[config.mk]
export PLATFORM = sky130hd
export DESIGN_NAME = bm_retire
export DESIGN_NICKNAME = d
export VERILOG_FILES = /design/src/common/bm_color_pkg.sv /design/src/common/bm_ray_pkg.sv /design/src/hw/bm_retire.sv
export VERILOG_INCLUDE_DIRS = /design/src /design/src/common
export SDC_FILE = /design/constraint.sdc
export NUM_CORES = 1
export LEC_CHECK = 0
export ABC_AREA = 1
export BUFFER_PORTS_ARGS = -buffer_cell sky130_fd_sc_hd__buf_4
export CAP_MARGIN = 40
export CORE_AREA = 4 4 193 195
export CTS_CLUSTER_SIZE = 40
export DETAILED_ROUTE_END_ITERATION = 10
export DIE_AREA = 0 0 197 199
export MAX_ROUTING_LAYER = met4
export PLACE_DENSITY = 0.72
export SETUP_SLACK_MARGIN = 0.5
export SYNTH_ARGS = -nofsm -noshare
export SYNTH_HDL_FRONTEND = slang
export SYNTH_SLANG_ARGS = --single-unit
[constraint.sdc]
create_clock -name clk -period 3.75 [get_ports clk]
set_clock_uncertainty 0.05 [all_clocks]
set_input_delay 0.75 -clock clk [delete_from_list [all_inputs] [get_ports clk]]
set_output_delay 0.75 -clock clk [all_outputs]
set_load 0.02 [all_outputs]
[src/common/bm_params.svh]
`ifndef BM_PARAMS_SVH
`define BM_PARAMS_SVH

// Color channel, unsigned Q0.16
`define BM_CHAN_W 16

// Ray ids and table size
`define BM_RAY_W 4
`define BM_NUM_RAYS 16

// Edges from acceptance to table write
`define BM_PIPE_DEPTH 4

// Done queue
`define BM_FIFO_DEPTH 8
`define BM_FREE_W $clog2(`BM_FIFO_DEPTH + 1)

// Q0.16 one, saturated
`define BM_ONE 16'hFFFF

`endif

[src/common/bm_color_pkg.sv]
`include "bm_params.svh"

package bm_color_pkg;

  // One Q0.16 channel
  typedef logic [`BM_CHAN_W-1:0] chan_t;

  typedef struct packed {
    chan_t red;
    chan_t green;
    chan_t blue;
  } rgb_t;

endpackage

[src/common/bm_ray_pkg.sv]
`include "bm_params.svh"

package bm_ray_pkg;

  typedef logic [`BM_RAY_W-1:0] ray_id_t;

  // Travels alongside the data through the update pipeline
  typedef struct packed {
    ray_id_t ray_id;
    logic    is_last;
  } tag_t;

  // Finished ray as handed downstream
  typedef struct packed {
    ray_id_t            ray_id;
    bm_color_pkg::rgb_t color;
  } done_t;

endpackage

[src/hw/bm_retire.sv]
`include "bm_params.svh"

module bm_retire (
  input  logic                  clk,
  input  logic                  rst_n,
  input  logic                  wb_valid,
  input  bm_ray_pkg::tag_t      wb_tag,
  input  bm_color_pkg::rgb_t    new_b,
  input  bm_color_pkg::rgb_t    new_m,
  input  logic                  is_init,
  input  bm_ray_pkg::ray_id_t   init_ray_id,
  output logic                  wr_en,
  output bm_ray_pkg::ray_id_t   wr_addr,
  output bm_color_pkg::rgb_t    wr_b,
  output bm_color_pkg::rgb_t    wr_m,
  output logic [`BM_FREE_W-1:0] fifo_free,
  output logic                  done_valid,
  output bm_ray_pkg::ray_id_t   done_ray_id,
  output bm_color_pkg::rgb_t    done_color,
  input  logic                  done_stall
);

  localparam int DEPTH = `BM_FIFO_DEPTH;
  localparam int PTR_W = $clog2(DEPTH);
  localparam int CNT_W = `BM_FREE_W;

  logic               push;
  logic               pop;
  logic               restart;
  logic [PTR_W-1:0]   wr_ptr;
  logic [PTR_W-1:0]   rd_ptr;
  logic [CNT_W-1:0]   count;
  bm_ray_pkg::done_t  fifo_mem [DEPTH];
  bm_ray_pkg::done_t  head;

  // Init and last both leave the entry at B = 0, M = one
  assign restart = is_init | (wb_valid & wb_tag.is_last);
  assign push    = wb_valid & wb_tag.is_last;
  assign pop     = done_valid & ~done_stall;

  always_comb begin
    wr_en   = is_init | wb_valid;
    wr_addr = is_init ? init_ray_id : wb_tag.ray_id;
    if (restart) begin
      wr_b = '0;
      wr_m = {`BM_ONE, `BM_ONE, `BM_ONE};
    end else begin
      wr_b = new_b;
      wr_m = new_m;
    end
  end

  always_ff @(posedge clk) begin
    if (push) begin
      fifo_mem[wr_ptr].ray_id <= wb_tag.ray_id;
      fifo_mem[wr_ptr].color  <= new_b;
    end
  end

  always_ff @(posedge clk or negedge rst_n) begin
    if (!rst_n) begin
      wr_ptr <= '0;
      rd_ptr <= '0;
      count  <= '0;
    end else begin
      if (push) wr_ptr <= (wr_ptr == PTR_W'(DEPTH - 1)) ? '0 : wr_ptr + 1'b1;
      if (pop)  rd_ptr <= (rd_ptr == PTR_W'(DEPTH - 1)) ? '0 : rd_ptr + 1'b1;
      case ({push, pop})
        2'b10:   count <= count + 1'b1;
        2'b01:   count <= count - 1'b1;
        default: count <= count;
      endcase
    end
  end

  assign head        = fifo_mem[rd_ptr];
  assign done_valid  = (count != '0);
  assign done_ray_id = head.ray_id;
  assign done_color  = head.color;
  assign fifo_free   = CNT_W'(DEPTH) - count;

  // Credit stall upstream must leave room for every last sample in flight
  a_no_overflow: assert property (@(posedge clk) disable iff (!rst_n)
    push |-> count < CNT_W'(DEPTH))
    else $error("done queue overflow");

  a_init_idle: assert property (@(posedge clk) disable iff (!rst_n)
    !(is_init && wb_valid))
    else $error("init while a sample retires");

endmodule

==> results.md, run 1 <==
- H-tree depth: 2
- Sequential area share after synthesis: 71.1%
- Num CTS Buffers: 43
- Routed Antenna Nets: 0
- Final Setup Violations: 0
- Total Routing Usage GR: 22.4%
- Initial antenna violation count: 0
- Initial core utilization: 50.6%
- Placer congestion estimate: 0.829
- Hold crit path type: in2reg
- Dpl cell area: 20500 sq um
- Max Cap Viol: 0
- Largest net degree at the start of global routing: 106
- # fillers: 2792
- IO Count: 268
- Fin area: 22000 sq um
- Die Width: 197 um
- Cell Area, Synth: 17900 sq um
- Post-synth EDFFs: 416
- Tmin final: 3.10 ns
- Post-synth cell types: 22
- Fmax: 323 MHz
- Port bufs: 267
- ANT cells: 0
- Worst EP required: 2.95 ns
- Setup crit end kind: output port
- Drt wl/cell: 18.4 um
- Fin util: 62.0%
- Power density over the cells: 736 nW/um^2
- Fin. Hold Viols: 0
- Post-Syn Area per Cell: 11.0 sq um
- Clock transition at the registers of the reported paths: 0.06 ns
- Post-synth top flop: edfxtp_1
- Sink Count: 426
- Total grt overflow: 0
- Vias in the first global route: 12246
- Worst-path maximum fanout: 36
- Die ar.: 39200 sq um
- Hold WS: 0.396 ns
- Final WL: 43.6 mm
- First-pass GRT wire length: 67.0 mm
- Cells after Synth: 1636
- DRC: 0
- Kind of critical path: reg2out
- Pre-CTS setup slack: 0.753 ns
- Layout cells sized above 1: 21.8%
- Slew headroom: 44.7%
- Iteration-0 DRC Markers: 896
- Maximum VDD drop: 0.000534 V
- Nets: 2001
- Period utilization: 82.6%
- CTS Buffer Depth: 3
- DP HPWL: 22.9 mm
- Synth async-reset ratio: 2.35%
- Seq cells post-synth: 426
- Area grow syn2layout: 22.5%
- Status: complete, no violations
- Slew Limit Fails: 0
- Synth Warn #: 0
- TNS Setup: 0 ns
- Final setup margin: 0.653 ns
- Clock Root Buffer: clkbuf_16
- Core Area: 35400 sq um
- TritonCTS clock tree: yes
- Via Count: 12434
- Actual slew at the worst max-slew pin: 0.829 ns
- Vias per cell: 5.23
- Clock Latency Late Sink: 0.53 ns
- Mapped Nets: 1755
- Most common cell after layout, fill and taps aside: nand2_1
- Site row count: 69
- Leakage power: 8.74 nW
- Commonest cells after routing, fill and taps aside: nand2_1 (450), edfxtp_1 (416), nor2_1 (311)
- Chip height: 199 um
- RSZ-0062 raised after global routing: no
- CP arrival: 2.30 ns
- DRT Pass-1 Iters: 5
- Startpoint type of the worst setup path: register
-- worst max-delay path: stages (launching register included) --
cell and delay [ns]:
dfrtp_4 0.50, clkinv_4 0.26, buf_12 0.26, o21ai_0 0.13, o21ai_1 0.15, nand2_1 0.08, nand2_1 0.18, buf_4 0.17
-- synthesized netlist by cell type (5+ instances only) --
cell type / number / area, sq um
nand2_1: 450 / 1690
edfxtp_1: 416 / 12500
nor2_1: 319 / 1200
o21ai_0: 181 / 906
inv_1: 63 / 236
or2_2: 49 / 307
o21ai_1: 34 / 170
clkbuf_1: 33 / 124
buf_2: 30 / 150
buf_4: 15 / 113
dfrtp_1: 10 / 250
buf_1: 8 / 30.0
ha_1: 8 / 100
buf_6: 5 / 56.3
nand3_1: 5 / 25.0
-- stage by stage --
step	std cells	power [mW]
floorplan	1636	9.69
CTS	2376	16.2
global placement	2295	11.8
global route	2377	17.1
detailed placement	2295	11.9
finish	2377	16.2
-- area by class of cell --
cell class | instances | area [sq um] | area share [%]
inverters | 66 | 279 | 1.27
multi-input cells | 1053 | 4520 | 20.6
well taps | 461 | 577 | 2.63
repair buffers | 292 | 2440 | 11.1
clock buffers | 49 | 1120 | 5.10
clock inverters | 30 | 270 | 1.23
flip-flops and latches | 426 | 12800 | 58.1
-- power by group --
part / total [mW] / internal, mW / switching, mW
Sequential: 5.72 / 5.58 / 0.136
Clock: 4.18 / 2.43 / 1.74
Combinational: 6.26 / 2.11 / 4.16
-- cells by family after synthesis --
family                     synth area share [%]
xor gates and xnor gates                  0.195
DFF                                        71.1
and+or+nand+nor                            18.0
AOI/OAI and AO/OA                          6.07
adders and majority gates                 0.670
buffers and inverters                      4.02
-- flip-flops by register name, summed over array words and instances (netlist names) --
register / cells
count: 4
rd_ptr: 3
fifo_mem: 416
wr_ptr: 3
-- path summary, 6_finish.rpt --
kind	from	end	slack [ns]	depth (start not counted)
max	rd_ptr[1]	done_color[46]	0.65	7
min	new_b[37]	fifo_mem[3][37]	0.40	1
max reg2reg	count[0]	count[2]	1.46	10
min reg2reg	count[0]	count[0]	0.47	1
max in group asynchronous	rst_n	rd_ptr[1]	2.93	2
min in group asynchronous	rst_n	count[1]	0.54	2
-- timing repair --
action	CTS	global route
pin swaps	0	0
endpoints found under the hold margin	10	0
buffers inserted	0	0
cloned	1	1
hold buffers	1	0
setup endpoints to repair	46	21
resized for setup	4	3
-- routing by layer --
| layer | track usage, % | up-vias | wire length [um] |
|---|---|---|---|
| met2 | 38.3 | 458 | 21900 |
| met3 | 3.03 | 79 | 2650 |
| met1 | 28.6 | 5942 | 18200 |
| li1 | - | 5955 | - |
| met4 | 5.80 | 0 | 929 |
| met5 | - | - | 0 |
Power figures use the tool's default switching activity.
==> run 2: changes to the inputs <==
--- a/config.mk
+++ b/config.mk
@@ -14,7 +14,7 @@
 export DETAILED_ROUTE_END_ITERATION = 10
 export DIE_AREA = 0 0 197 199
 export MAX_ROUTING_LAYER = met4
-export PLACE_DENSITY = 0.72
+export PLACE_DENSITY = 0.75
 export SETUP_SLACK_MARGIN = 0.5
 export SYNTH_ARGS = -nofsm -noshare
 export SYNTH_HDL_FRONTEND = slang
==> constraint.sdc (replaced) <==
create_clock -name clk -period 2.5 [get_ports clk]
set_clock_uncertainty 0.05 [all_clocks]
set_input_delay 0.5 -clock clk [delete_from_list [all_inputs] [get_ports clk]]
set_output_delay 0.5 -clock clk [all_outputs]
set_load 0.02 [all_outputs]
==> run 2 against run 1 <==
  * The run now ends with setup timing left
  * Worst setup slack got worse by 0.88 ns
  * Largest cell class unchanged
  * Sequential cell count unchanged
  * Register-to-register slack got worse by 0.86 ns
  * Sequential share of layout area shrank 7.8 points
  * Non-clock buffer count is 95 higher
  * Global-route usage grew 4.9 points
  * Critical endpoint unchanged
  * Clock power increased by 44%
  * Core utilization is 9.6 points higher
  * First-iteration DRC count increased by 33%
  * Hold slack lost 0.24 ns
  * Power increased by 78%
==> results.md, run 2 (synthesis results as in run 1) <==
- Leakage power: 9.97 nW (+14%)
- Worst setup path startpoint: rd_ptr[0]
- Total grt overflow: 0 (unchanged)
- Biggest regs: fifo_mem (416), count (4)
- TritonCTS clock tree: yes
- Nets: 2096 (+4.7%)
- Setup crit end kind: output port
- Die Width: 197 um (unchanged)
- TNS Setup: -6.08 ns (-6.08 ns)
- Max reg flops: 416 (unchanged)
- Final Setup Violations: 52 (+52)
- Fmax: 367 MHz
- Site row count: 69 (unchanged)
- DRC: 0 (unchanged)
- Period utilization: 109%
- IO Count: 268 (unchanged)
- Clock Root Buffer: clkbuf_16
- Fin area: 25400 sq um (+16%)
- H-tree depth: 2 (unchanged)
- Dpl cell area: 20600 sq um (+0.86%)
- Status: finished with violations
- Hold path start: new_b[20]
- Power density over the cells: 1140 nW/um^2 (+54%)
- Final setup margin: -0.228 ns (-0.881 ns)
- Pre-CTS setup slack: 0.250 ns (-0.503 ns)
- Hold crit path type: in2reg
- Largest net degree at the start of global routing: 54 (-49%)
- Routed Antenna Nets: 0 (unchanged)
- Reg with most FFs: fifo_mem
- Final WL: 57.1 mm (+31%)
- Drt wl/cell: 23.1 um (+26%)
- Clock Latency Late Sink: 0.53 ns (about the same)
- Die ar.: 39200 sq um (unchanged)
- Non-Filler Instances: 2469 (+3.9%)
- # fillers: 2170 (-22%)
- Port bufs: 267 (unchanged)
- Critical R2R Launch: count[1]
- Via Count: 13830 (+11%)
- Worst EP required: 1.95 ns (-1.00 ns)
- Commonest cells after routing, fill and taps aside: edfxtp_1 (416), nand2_1 (405), nor2_1 (214)
- First-pass GRT wire length: 78.7 mm (+17%)
- Layout cells sized above 1: 33.3% (+11 points)
- Area grow syn2layout: 41.6%
- Slew headroom: 63.3% (+19 points)
- Failing checks: setup timing
- Placed Cells: 2302 (+0.31%)
- Total Routing Usage GR: 27.3% (+4.9 points)
- CTS Buffer Depth: 3 (unchanged)
- Slew Limit Fails: 0 (unchanged)
- FF+latch area: 12800 sq um (about the same)
- Vias in the first global route: 13544 (+11%)
- Actual slew at the worst max-slew pin: 0.550 ns (-0.279 ns)
- Hold WS: 0.158 ns (-0.238 ns)
- Vias per cell: 5.60 (+7.1%)
- Most common cell after layout, fill and taps aside: edfxtp_1
- ANT cells: 0 (unchanged)
- Sink Count: 426 (unchanged)
- Multi-input gate area: 5460 sq um (+21%)
- Initial antenna violation count: 0 (unchanged)
- Fin. Hold Viols: 0 (unchanged)
- RSZ-0062 raised after global routing: yes
- Core Area: 35400 sq um (unchanged)
- Placer congestion estimate: 0.968 (+17%)
- Kind of critical path: reg2out
- Startpoint type of the worst setup path: register
- CP arrival: 2.18 ns (-0.12 ns)
- DRT Pass-1 Iters: 5 (unchanged)
- Maximum VDD drop: 0.000791 V (+48%)
- Worst-path maximum fanout: 7 (-81%)
- Iteration-0 DRC Markers: 1193 (+33%)
- Clock transition at the registers of the reported paths: 0.06 ns (about the same)
- Num CTS Buffers: 41 (-4.7%)
- Initial core utilization: 50.6% (unchanged)
- Chip height: 199 um (unchanged)
- Max Cap Viol: 0 (unchanged)
- DP HPWL: 24.3 mm (+6.4%)
- Tmin final: 2.73 ns
run 2: what timing repair did:
item / in CTS / in global routing
pin swaps: 42 / 69
hold buffers: 1 / 0
cloned: 33 / 15
resized for setup: 324 / 260
setup buffers: 26 / 18
hold endpoints to repair: 10 / 0
endpoints found under the setup margin: 155 / 149
run 2: area by class of cell:
cell class / instances / share of cell area (%)
Timing Repair inverter: 2 / 0.108
Inverter: 66 / 1.18
Clock inverter: 25 / 0.789
Multi-Input combinational cell: 1053 / 21.5
Timing Repair Buffer: 387 / 19.5
Tap cell: 461 / 2.27
Clock buffer: 49 / 4.33
Sequential cell: 426 / 50.3
run 2: critical path: stages, from the launching register on:
cell	delay, ns
dfrtp_4	0.51
buf_12	0.16
buf_12	0.14
buf_16	0.16
nor2_2	0.14
nor2_1	0.05
o21ai_0	0.08
nand2_1	0.09
nand2_1	0.09
nand2_2	0.07
buf_6	0.13
run 2: where the power goes:
group	switching, mW	total [mW]	internal, mW
logic	8.14	14.2	6.05
clock network	2.57	6.02	3.45
registers	0.214	8.59	8.38
run 2: stage by stage:
step	power, mW	utilization [%]
after floorplan	14.6	-
after global placement	17.9	58.3
after detailed placement	18.1	58.3
after CTS	27.2	68.0
after global routing	30.1	71.7
final	28.8	71.7
run 2: path summary, 6_finish.rpt:
| kind | to | slack [ns] | depth (start not counted) |
|---|---|---|---|
| worst max-delay path | done_color[46] | -0.23 | 10 |
| worst min-delay path | fifo_mem[0][20] | 0.16 | 1 |
| worst max register to register | count[2] | 0.60 | 10 |
| worst min register to register | count[3] | 0.46 | 2 |
| max in group asynchronous | rd_ptr[1] | 1.93 | 2 |
| min in group asynchronous | wr_ptr[2] | 0.29 | 2 |
run 2: layer usage:
layer	GRT usage (%)	routed length (um)	share of wire [%]	up-vias
met5	-	0	0	-
met4	8.83	1590	2.8	0
met3	3.29	5230	9.1	118
met2	47.5	29700	52	844
met1	33.6	20600	36	6693
li1	-	-	-	6175
==> run 3: changes to the inputs <==
--- a/config.mk
+++ b/config.mk
@@ -14,8 +14,9 @@
 export DETAILED_ROUTE_END_ITERATION = 10
 export DIE_AREA = 0 0 197 199
 export MAX_ROUTING_LAYER = met4
-export PLACE_DENSITY = 0.75
-export SETUP_SLACK_MARGIN = 0.5
+export PLACE_DENSITY = 0.72
+export SETUP_SLACK_MARGIN = 0.2
+export SKIP_CTS_REPAIR_TIMING = 1
 export SYNTH_ARGS = -nofsm -noshare
 export SYNTH_HDL_FRONTEND = slang
 export SYNTH_SLANG_ARGS = --single-unit
==> constraint.sdc (replaced) <==
create_clock -name clk -period 3.42 [get_ports clk]
set_clock_uncertainty 0.05 [all_clocks]
set_input_delay 0.684 -clock clk [delete_from_list [all_inputs] [get_ports clk]]
set_output_delay 0.684 -clock clk [all_outputs]
set_load 0.02 [all_outputs]
==> run 3 against run 2 <==
  * The run now ends clean
  * Clock power down 27%
  * Cell count decreased by 3.3%
  * Non-clock buffer count is 85 lower
  * Global-route usage shrank 5.3 points
  * Combinational power is 51% lower
  * Wire length is 24% lower
  * Critical path depth is 1 lower
  * Cell area is 14% lower
  * Sequential share of layout area up 7.9 points
  * Sequential power is 27% lower
  * Count of clock-buffer cells in the layout up 3
  * Via count fell by 10%
  * Largest power group unchanged
==> results.md, run 3 (synthesis results as in run 1) <==
- Pwr Total: 17.6 mW (-39%)
- Fin util: 61.9% (-9.7 points)
- Initial antenna violation count: 0 (unchanged)
- Hold path depth: 1 (unchanged)
- Nets: 2011 (-4.1%)
- Total Routing Usage GR: 22.0% (-5.3 points)
- Iteration-0 DRC Markers: 822 (-31%)
- Port bufs: 267 (unchanged)
- Maximum VDD drop: 0.000757 V (-4.3%)
- R2R Setup Slk: 1.15 ns (+0.55 ns)
- Max Cap Viol: 0 (unchanged)
- Critical R2R Launch: count[0]
- ANT cells: 0 (unchanged)
- Site row count: 69 (unchanged)
- TritonCTS clock tree: yes
- Via Count: 12434 (-10%)
- Kind of critical path: reg2out
- Commonest cells after routing, fill and taps aside: nand2_1 (450), edfxtp_1 (416), nor2_1 (311)
- Worst-path maximum fanout: 60 (+53)
- Vias per cell: 5.21 (-7.0%)
- Core Area: 35400 sq um (unchanged)
- Chip height: 199 um (unchanged)
- Leakage power: 8.76 nW (-12%)
- Power density over the cells: 802 nW/um^2 (-29%)
- Clock transition at the registers of the reported paths: 0.06 ns (about the same)
- Placer congestion estimate: 0.800 (-17%)
- RSZ-0062 raised after global routing: no
- Fmax: 327 MHz
- Die Width: 197 um (unchanged)
- Final WL: 43.6 mm (-24%)
- Most common cell after layout, fill and taps aside: nand2_1
- Largest net degree at the start of global routing: 127 (+140%)
- Clock Latency Late Sink: 0.53 ns (about the same)
- Initial core utilization: 50.6% (unchanged)
- R2r worst-path depth: 10 (unchanged)
- DRT Pass-1 Iters: 5 (unchanged)
- Vias in the first global route: 12397 (-8.5%)
- Die ar.: 39200 sq um (unchanged)
- Num CTS Buffers: 43 (+4.9%)
- Hold WS: 0.321 ns (+0.163 ns)
- Setup crit end kind: output port
- Startpoint type of the worst setup path: register
- Clock Root Buffer: clkbuf_16
- Area grow syn2layout: 22.3%
- Actual slew at the worst max-slew pin: 0.815 ns (+0.265 ns)
- CTS Buffer Depth: 3 (unchanged)
- Slew Limit Fails: 0 (unchanged)
- Fin area: 21900 sq um (-14%)
- Hold endpoint: fifo_mem[6][46]
- Tmin final: 3.06 ns
- Routed Antenna Nets: 0 (unchanged)
- Layout cells sized above 1: 21.8% (-11 points)
- Period utilization: 89.4%
- Fin. Hold Viols: 0 (unchanged)
- Hold crit path type: in2reg
- Worst EP required: 2.69 ns (+0.74 ns)
- Slew headroom: 45.6% (-18 points)
- Status: complete, no violations
- Sink Count: 426 (unchanged)
- Total grt overflow: 0 (unchanged)
- FF-to-FF End: count[2]
- First-pass GRT wire length: 65.9 mm (-16%)
- CP arrival: 2.32 ns (+0.14 ns)
- Final Setup Violations: 0 (-100%)
- Drt wl/cell: 18.2 um (-21%)
- Biggest regs: fifo_mem (416), count (4)
- Dpl cell area: 20500 sq um (-0.82%)
- DRC: 0 (unchanged)
- Hold path start: new_b[46]
- Reg with most FFs: fifo_mem
- H-tree depth: 2 (unchanged)
- DP HPWL: 24.2 mm (-0.43%)
- IO Count: 268 (unchanged)
- Max reg flops: 416 (unchanged)
## run 3: cell count changes in the layout (fill, tap and decap cells not counted), sizes merged
cell	change
bufbuf	-1
bufinv	-1
clkinv	+5
buf	-73
clkinvlp	-3
clkbuf	-8
## run 3: worst max-delay path by stage
stage          startpoint        endpoint  slack (ns)  cells after the start
6_report        rd_ptr[0]   done_color[2]        0.36                      9
5_1_grt         rd_ptr[0]  done_color[12]        0.24                      9
4_1_cts         rd_ptr[0]  done_color[12]        0.11                      7
3_5_place_dp    wb_tag[0]        wr_m[47]        0.56                      8
3_3_place_gp    wb_tag[0]        wr_m[47]        0.59                      8
2_1_floorplan   wb_tag[0]  fifo_mem[1][0]       -0.30                      4
## run 3: power breakdown
group,switching (mW),internal (mW),total [mW]
clock network,1.92,2.48,4.40
logic,4.57,2.36,6.93
registers,0.142,6.12,6.27
total,6.62,11.0,17.6
## run 3: layout make-up
cell class              count  area, sq um
well taps                 461          577
clock buffers              52         1110
clock inverters            28          216
multi-input cells        1053         4520
fillers                  2746        13500
flip-flops and latches    426        12800
inverters                  66          265
repair buffers            302         2480
## run 3: per-layer routing
layer	wire (um)	track usage, %
met4	960	6.19
met5	0	-
met3	2700	2.95
met1	18200	28.5
met2	21700	36.9
## run 3: worst max-delay path, cell delays in order (launching register included)
cell and delay (ns):
dfrtp_4 0.57, clkinv_8 0.20, buf_12 0.29, nand2_1 0.09, nand2_1 0.07, nand2_1 0.05, o21ai_0 0.11, nand2_1 0.07
nand2_1 0.14, buf_4 0.15
## run 3: per-stage QoR
stage          setup TNS [ns]  setup WS, ns  std cells
4_1_cts                     0         0.111       2384
3_5_place_dp                0         0.555       2304
5_1_grt                     0         0.235       2388
3_3_place_gp                0         0.587       2304
6_report                    0         0.362       2388
2_1_floorplan         -107.72        -0.297       1636
